[src/common/scanLink_defines.svh]
`ifndef SCAN_LINK_DEFINES_SVH
`define SCAN_LINK_DEFINES_SVH

// Serial link framing
`define FRAME_BITS 8 // Bits per byte, MSB first

// Command field inside a received byte
`define CODE_BITS 4 // Low nibble carries the code

// Payload buffering at the station
`define STATION_FIFO_DEPTH 4 // Tagged payload entries

`endif

[src/common/scanLinkPkg.sv]
`include "scanLink_defines.svh"

package scanLinkPkg;

	typedef enum logic [`CODE_BITS-1:0] {
		cmdBufferHalf    = `CODE_BITS'd1,
		cmdBuffer80      = `CODE_BITS'd2,
		cmdBuffer90      = `CODE_BITS'd3,
		cmdBufferFull    = `CODE_BITS'd4,
		cmdFlushQuery    = `CODE_BITS'd5, // No action taken
		cmdReadyQuery    = `CODE_BITS'd6, // No action taken
		cmdBinaryFollows = `CODE_BITS'd7,
		cmdAsciiFollows  = `CODE_BITS'd8
	} linkCmd_e;

	typedef enum logic [1:0] {
		orderIdle  = 2'b00,
		orderStart = 2'b01,
		orderFlush = 2'b10
	} scanOrder_e;

	typedef struct packed {
		logic [`FRAME_BITS-`CODE_BITS-1:0] mustBeZero; // Nonzero means not a command
		linkCmd_e                          code;
	} linkCmdView_s;

	// One received byte, seen either as a command or as raw payload
	typedef union packed {
		linkCmdView_s          cmd;
		logic [`FRAME_BITS-1:0] data;
	} linkByte_u;

	typedef struct packed {
		logic                   isAscii; // Set for ASCII payload
		logic [`FRAME_BITS-1:0] payload;
	} fifoEntry_s;

	typedef struct packed {
		logic       readyForTransferOut;
		scanOrder_e scannerOrder; // One-cycle order pulse
	} stationStatus_s;

endpackage

[src/transferCenter/transferCenter.sv]
`timescale 1ns/1ps
`include "scanLink_defines.svh"

module transferCenter
	import scanLinkPkg::*;
(
	input  logic           clk,
	input  logic           rst,
	input  logic           dataIn,
	input  logic           readyForTransferIn,
	output stationStatus_s status,
	output logic           captureWrite,
	output fifoEntry_s     captureEntry
);

	localparam int counterBits = $clog2(`FRAME_BITS);
	localparam logic [counterBits-1:0] lastBit = counterBits'(`FRAME_BITS - 1);

	logic [`FRAME_BITS-2:0] shiftReg; // Bits already taken this frame
	logic [counterBits-1:0] frameCount;
	logic                   frameDone;
	logic                   armed; // Next byte is payload
	logic                   armedAscii;

	linkByte_u  rxByte;
	logic       isCommand;
	logic       nextReady;
	scanOrder_e nextOrder;
	logic       armRequest;
	logic       armAsAscii;

	assign frameDone = (frameCount == lastBit);

	// Last bit is taken live on the decode edge
	assign rxByte = linkByte_u'({shiftReg, dataIn});

	assign isCommand = (rxByte.cmd.mustBeZero == '0) &&
		(rxByte.cmd.code >= cmdBufferHalf) &&
		(rxByte.cmd.code <= cmdAsciiFollows);

	// Command decode of the completed byte
	always_comb begin
		nextReady  = status.readyForTransferOut; // Hold by default
		nextOrder  = orderIdle;
		armRequest = 1'b0;
		armAsAscii = 1'b0;
		if (isCommand) begin
			case (rxByte.cmd.code)
				cmdBufferHalf: begin
					nextReady = 1'b0;
					nextOrder = orderFlush; // Scanner flushes if waiting
				end
				cmdBuffer80, cmdBufferFull: begin
					nextReady = readyForTransferIn;
				end
				cmdBuffer90: begin
					nextReady = readyForTransferIn;
					nextOrder = orderStart; // Scanner starts scanning
				end
				cmdBinaryFollows: begin
					nextReady  = readyForTransferIn;
					armRequest = 1'b1;
				end
				cmdAsciiFollows: begin
					nextReady  = readyForTransferIn;
					armRequest = 1'b1;
					armAsAscii = 1'b1;
				end
				default: begin
					// Queries change nothing
				end
			endcase
		end
	end

	// Frame counter, status and capture control
	always_ff @(posedge clk or posedge rst) begin
		if (rst) begin
			frameCount                 <= '0;
			status.readyForTransferOut <= 1'b0;
			status.scannerOrder        <= orderIdle;
			captureWrite               <= 1'b0;
			armed                      <= 1'b0;
		end else begin
			frameCount          <= frameDone ? '0 : frameCount + 1'b1;
			status.scannerOrder <= orderIdle; // Orders last one cycle
			captureWrite        <= 1'b0;
			if (frameDone) begin
				if (armed) begin
					captureWrite <= 1'b1; // Payload, never decoded
					armed        <= 1'b0;
				end else begin
					status.readyForTransferOut <= nextReady;
					status.scannerOrder        <= nextOrder;
					armed                      <= armRequest;
				end
			end
		end
	end

	// Deserialiser and payload registers
	always_ff @(posedge clk) begin
		shiftReg <= {shiftReg[`FRAME_BITS-3:0], dataIn}; // MSB shifts in first
		if (frameDone && armed) begin
			captureEntry.isAscii <= armedAscii;
			captureEntry.payload <= rxByte.data;
		end
		if (frameDone && !armed && armRequest) begin
			armedAscii <= armAsAscii; // Tag for the next byte
		end
	end

endmodule

[src/source/stationFifo.sv]
`timescale 1ns/1ps
`include "scanLink_defines.svh"

module stationFifo
	import scanLinkPkg::*;
(
	input  logic       clk,
	input  logic       rst,
	input  logic       write,
	input  fifoEntry_s writeEntry,
	input  logic       pop,
	output fifoEntry_s headEntry,
	output logic       dataValid,
	output logic       overflow
);

	localparam int depth     = `STATION_FIFO_DEPTH;
	localparam int ptrBits   = $clog2(depth);
	localparam int countBits = $clog2(depth + 1);
	localparam logic [ptrBits-1:0]   lastSlot  = ptrBits'(depth - 1);
	localparam logic [countBits-1:0] fullCount = countBits'(depth);

	fifoEntry_s mem [depth];

	logic [ptrBits-1:0]   wrPtr;
	logic [ptrBits-1:0]   rdPtr;
	logic [countBits-1:0] occupancy;
	logic                 full;
	logic                 doPop;
	logic                 doPush;

	assign full      = (occupancy == fullCount);
	assign dataValid = (occupancy != '0);
	assign headEntry = mem[rdPtr];

	assign doPop  = pop && dataValid; // Pop on empty is ignored
	assign doPush = write && (!full || doPop); // Full plus pop still accepts

	always_ff @(posedge clk or posedge rst) begin
		if (rst) begin
			wrPtr     <= '0;
			rdPtr     <= '0;
			occupancy <= '0;
			overflow  <= 1'b0;
		end else begin
			if (doPush) begin
				wrPtr <= (wrPtr == lastSlot) ? '0 : wrPtr + 1'b1;
			end
			if (doPop) begin
				rdPtr <= (rdPtr == lastSlot) ? '0 : rdPtr + 1'b1;
			end
			case ({doPush, doPop})
				2'b10:   occupancy <= occupancy + 1'b1;
				2'b01:   occupancy <= occupancy - 1'b1;
				default: occupancy <= occupancy;
			endcase
			if (write && !doPush) begin
				overflow <= 1'b1; // Sticky until reset
			end
		end
	end

	// Entry storage
	always_ff @(posedge clk) begin
		if (doPush) begin
			mem[wrPtr] <= writeEntry;
		end
	end

endmodule

[src/source/scanStation.sv]
`timescale 1ns/1ps

module scanStation
	import scanLinkPkg::*;
(
	input  logic           clk,
	input  logic           rst,
	input  logic           dataIn,
	input  logic           readyForTransferIn,
	input  logic           dataPop,
	output stationStatus_s status,
	output fifoEntry_s     dataEntry,
	output logic           dataValid,
	output logic           overflow
);

	logic       captureWrite;
	fifoEntry_s captureEntry; // Payload byte with its tag

	// Serial link decode
	transferCenter transferCenter (
		.clk                (clk),
		.rst                (rst),
		.dataIn             (dataIn),
		.readyForTransferIn (readyForTransferIn),
		.status             (status),
		.captureWrite       (captureWrite),
		.captureEntry       (captureEntry)
	);

	// Payload buffer toward the outside
	stationFifo stationFifo (
		.clk        (clk),
		.rst        (rst),
		.write      (captureWrite),
		.writeEntry (captureEntry),
		.pop        (dataPop),
		.headEntry  (dataEntry),
		.dataValid  (dataValid),
		.overflow   (overflow)
	);

endmodule

[config.mk]
export PLATFORM = sky130hd
export DESIGN_NAME = scanStation
export DESIGN_NICKNAME = d
export VERILOG_FILES = /design/src/common/scanLinkPkg.sv /design/src/transferCenter/transferCenter.sv /design/src/source/stationFifo.sv /design/src/source/scanStation.sv
export VERILOG_INCLUDE_DIRS = /design/src /design/src/common
export SDC_FILE = /design/constraint.sdc
export NUM_CORES = 1
export LEC_CHECK = 0
export ABC_AREA = 0
export BUFFER_PORTS_ARGS = -buffer_cell sky130_fd_sc_hd__buf_4
export CAP_MARGIN = 10
export CORE_MARGIN = 8
export CORE_UTILIZATION = 40
export CTS_CLUSTER_DIAMETER = 200
export DETAILED_ROUTE_END_ITERATION = 10
export HOLD_SLACK_MARGIN = 0.12
export PLACE_DENSITY = 0.62
export SLEW_MARGIN = 20
export SYNTH_ARGS = -nofsm -noshare
export SYNTH_HDL_FRONTEND = slang
export SYNTH_SLANG_ARGS = --single-unit
[constraint.sdc]
create_clock -name clk -period 2.2 [get_ports clk]
set_input_delay 0.22 -clock clk [delete_from_list [all_inputs] [get_ports clk]]
set_output_delay 0.22 -clock clk [all_outputs]
set_load 0.02 [all_outputs]
==> flow_summary_export.csv <==
group,metric,value,unit
critical_path,critPathLaunch,"stationFifo.rdPtr[0]",
status,run_status,"complete, no violations",
worst_hold_path,min_path_type,"in2reg",
critical_path,critPathSlowestCell,"dfrtp_1",
synth,yosysUniqueCellTypes,38,
floorplanning,die_x,97.3,microns
timing,finalSetupViolCount,0,
floorplanning,initial_core_util,41.4,%
critical_path,path_depth,2,
synth,ys_seq_elements,69,
power_and_ir_drop,p_int,2420,uW
floorplanning,io_pins,19,
drt,vias_per_cell,5.04,
synth,yosysTopAreaCellShare,52.3,%
critical_path,arrival,1790,ps
synth,synth_area_per_cell,18.0,sq um
grt,groute.usage.overall,9.41,%
timing,maxSlewHeadroom,58.9,%
synth,synth_fp_nets,160,
grt,gr-total-overflow,0,
synth,synthCells,147,
floorplanning,design.die.area,9460,sq um
timing,final_max_slew_viol_count,0,
clocking,htree_levels,3,
critical_path,reg2reg_to,"stationFifo.mem[0][4]",
cells_and_area,fillers,523,
placed_design,gp_congestion,0.809,
clocking,clk_root_buffer_cell,"clkbuf_8",
clocking,cts.path.max_buffers,2,
synth,yosysTopAreaCell,"edfxtp_1",
drt,dr_total_vias,1289,
critical_path,crit_fanout,10,
drt,routedWlPerCell,15.9,microns
grt,antenna_found_initial,0,
synth,ys.flop_type,"edfxtp_1",
power_and_ir_drop,power.total,3250,uW
clocking,clk_pin_slew,70,ps
clocking,post-cts-setup-buffer-count,0,
placed_design,numPortBuffers,18,
grt,grt_max_degree,17,
timing,hold_violations,0,
power_and_ir_drop,leakagePower,0.00115,uW
critical_path,critPathMaxStageDelay,700,ps
critical_path,crit_chain,"mux4_2 -> buf_4",
synth,synth.area.top_cells,"edfxtp_1 (52%), dfrtp_1 (15%), mux4_2 (7.7%)",
clocking,cts_sinks,69,
grt,grt_pass1_vias,1370,
drt,routed_wl,4060,microns
timing,fin_tns_setup,0,ps
timing,finClkSkew,4.73,ps
drt,drt_iter0_drc,55,
timing,worst-slew-pin-transition,616,ps
power_and_ir_drop,switching_share,25.7,%
synth,seq_area_frac_synth,72.7,%
grt,grt_pass1_wl,6940,microns
critical_path,crit_path_start_kind,"flop",
drt,firstDrtPassIters,4,
floorplanning,core,6390,sq um
clocking,cts_resized,0,
critical_path,path_delay_family,"flip-flops",
synth,synth_area,2640,sq um
floorplanning,rows,29,
drt,ant_nets,0,
critical_path,reg2regPathDepth,3,
cells_and_area,drive_gt1_share,30.2,%
synth,synth_edf_count,46,
power_and_ir_drop,p_seq_share,48.4,%
power_and_ir_drop,p_sw,836,uW
cells_and_area,utilization,48.3,%
synth,ys_warn_count,0,
critical_path,cp.buffers_inverters,1,
timing,grt_setup_unrepaired,"no",
clocking,cts_made_buffers,9,
cells_and_area,insertedDiodeCount,0,
clocking,cts_tree,"done",
floorplanning,die_y,97.3,microns
critical_path,endpoint_kind,"output port",
timing,timing.final.crit_share,91.4,%
synth,synth_top_cells_by_count,"edfxtp_1 (46), dfrtp_1 (16), mux4_2 (9)",
cells_and_area,area_delta_synth_final,16.8,%
placed_design,post-dp-hpwl,2980,microns
power_and_ir_drop,vdd_drop_max,0.537,mV
critical_path,critPathRequiredTime,1980,ps
power_and_ir_drop,p_per_area,1050,nW/um^2
synth,synth.most_common_cell,"edfxtp_1",
placed_design,placed_cells,239,
critical_path,critical_path_class,"reg2out",
synth,async_reset_ff_share,23.2,%
power_and_ir_drop,combPwrFrac,19.6,%
timing,period_minus_slack,2010,ps
clocking,cts_hold_buf,2,
critical_path,critPathCapture,"dataEntry[8]",
critical_path,r2r_start,"stationFifo.occupancy[2]",
clocking,clk_latency,330,ps
drt,route.detailed.drc,0,
timing,fin_hold_ws,215,ps
cells_and_area,finalNonFillerCells,256,
cells_and_area,final_nets,188,
timing,max_freq,498,MHz
critical_path,rrSetupSlack,300,ps
flow_run,cap_violations,0,
power_and_ir_drop,p_clk_share,32.0,%
registers in the layout, indices dropped and copies added, names as in the netlist:
signal	count
stationFifo.mem	36
transferCenter.captureEntry	9
transferCenter.shiftReg	7
stationFifo.occupancy	3
transferCenter.frameCount	3
transferCenter.status	3
stationFifo.rdPtr	2
stationFifo.wrPtr	2
stationFifo.overflow	1
transferCenter.armed	1
transferCenter.armedAscii	1
transferCenter.captureWrite	1
stage by stage:
stage / instance area, sq um / setup WS [ps]
after global routing: 3090 / 64.2
after detailed placement: 2860 / 276
final: 3090 / 190
after floorplan: 2640 / 317
after CTS: 3090 / 97.8
after global placement: 2860 / 381
worst min-delay path by stage:
| stage | startpoint | endpoint | slack [ps] | depth (start not counted) |
|---|---|---|---|---|
| after floorplan | rst | stationFifo.occupancy[0] | 130 | 1 |
| final | readyForTransferIn | transferCenter.status[2] | 210 | 3 |
| after detailed placement | rst | transferCenter.frameCount[0] | 330 | 2 |
| after global placement | rst | transferCenter.status[0] | 320 | 2 |
| after CTS | readyForTransferIn | transferCenter.status[2] | 200 | 3 |
| after global routing | readyForTransferIn | transferCenter.status[2] | 210 | 3 |
placed cells by master, fill, tap and decap left out, drive strengths merged:
master and count:
mux2 2, o211ai 1, nor2b 2, dfxtp 7, nor3 4, o21a 1
a31oi 1, o311ai 1, dlygate4sd3 2, xor2 1, xnor2 2, bufinv 2
dfrtp 16, or4b 1, nor4b 1, a211oi 1, nor2 7, o31ai 1
fa 1, nor4 2, clkbuf 9, ha 7, nand2b 3, a21oi 1
or4 1, or3 2, clkinv 4, buf 20, a221oi 1, o21ai 4
edfxtp 46, and2 5, nand2 3, inv 5, mux4 9, a21o 3
worst min-delay path, cell delays in order:
cell      delay, ps
buf_4           110
inv_1            60
o311ai_2        100
logic make-up after synthesis:
logic type / synth area share, %
multiplexers: 8.52
adder cells (fa/ha/maj): 4.07
flip-flops: 72.7
AO/OA/AOI/OAI: 4.59
AND/OR/NAND/NOR: 7.39
buffers and inverters: 1.70
XOR/XNOR: 0.994
metal layers:
metal / routed length [microns] / global-route usage [%]
met5: 0 / 0
met4: 85 / 7.34
met3: 178 / 3.06
met2: 1910 / 13.9
met1: 1880 / 11.1
power by group through the flow:
stage / logic [uW] / registers (uW) / clock network [uW]
after global placement: 626 / 1590 / 0
final: 638 / 1570 / 1040
after detailed placement: 646 / 1610 / 0
after floorplan: 506 / 1510 / 0
after global routing: 696 / 1590 / 1130
after CTS: 650 / 1580 / 1080
layout make-up:
class	instances	area (sq um)	area share, %
Clock buffer	9	124	4.01
Clock inverter	6	78.8	2.55
Inverter	5	18.8	0.608
Multi-Input combinational cell	68	676	21.9
Sequential cell	69	1920	62.3
Tap cell	77	96.3	3.12
Timing Repair Buffer	22	170	5.51
Power figures use the tool's default switching activity.
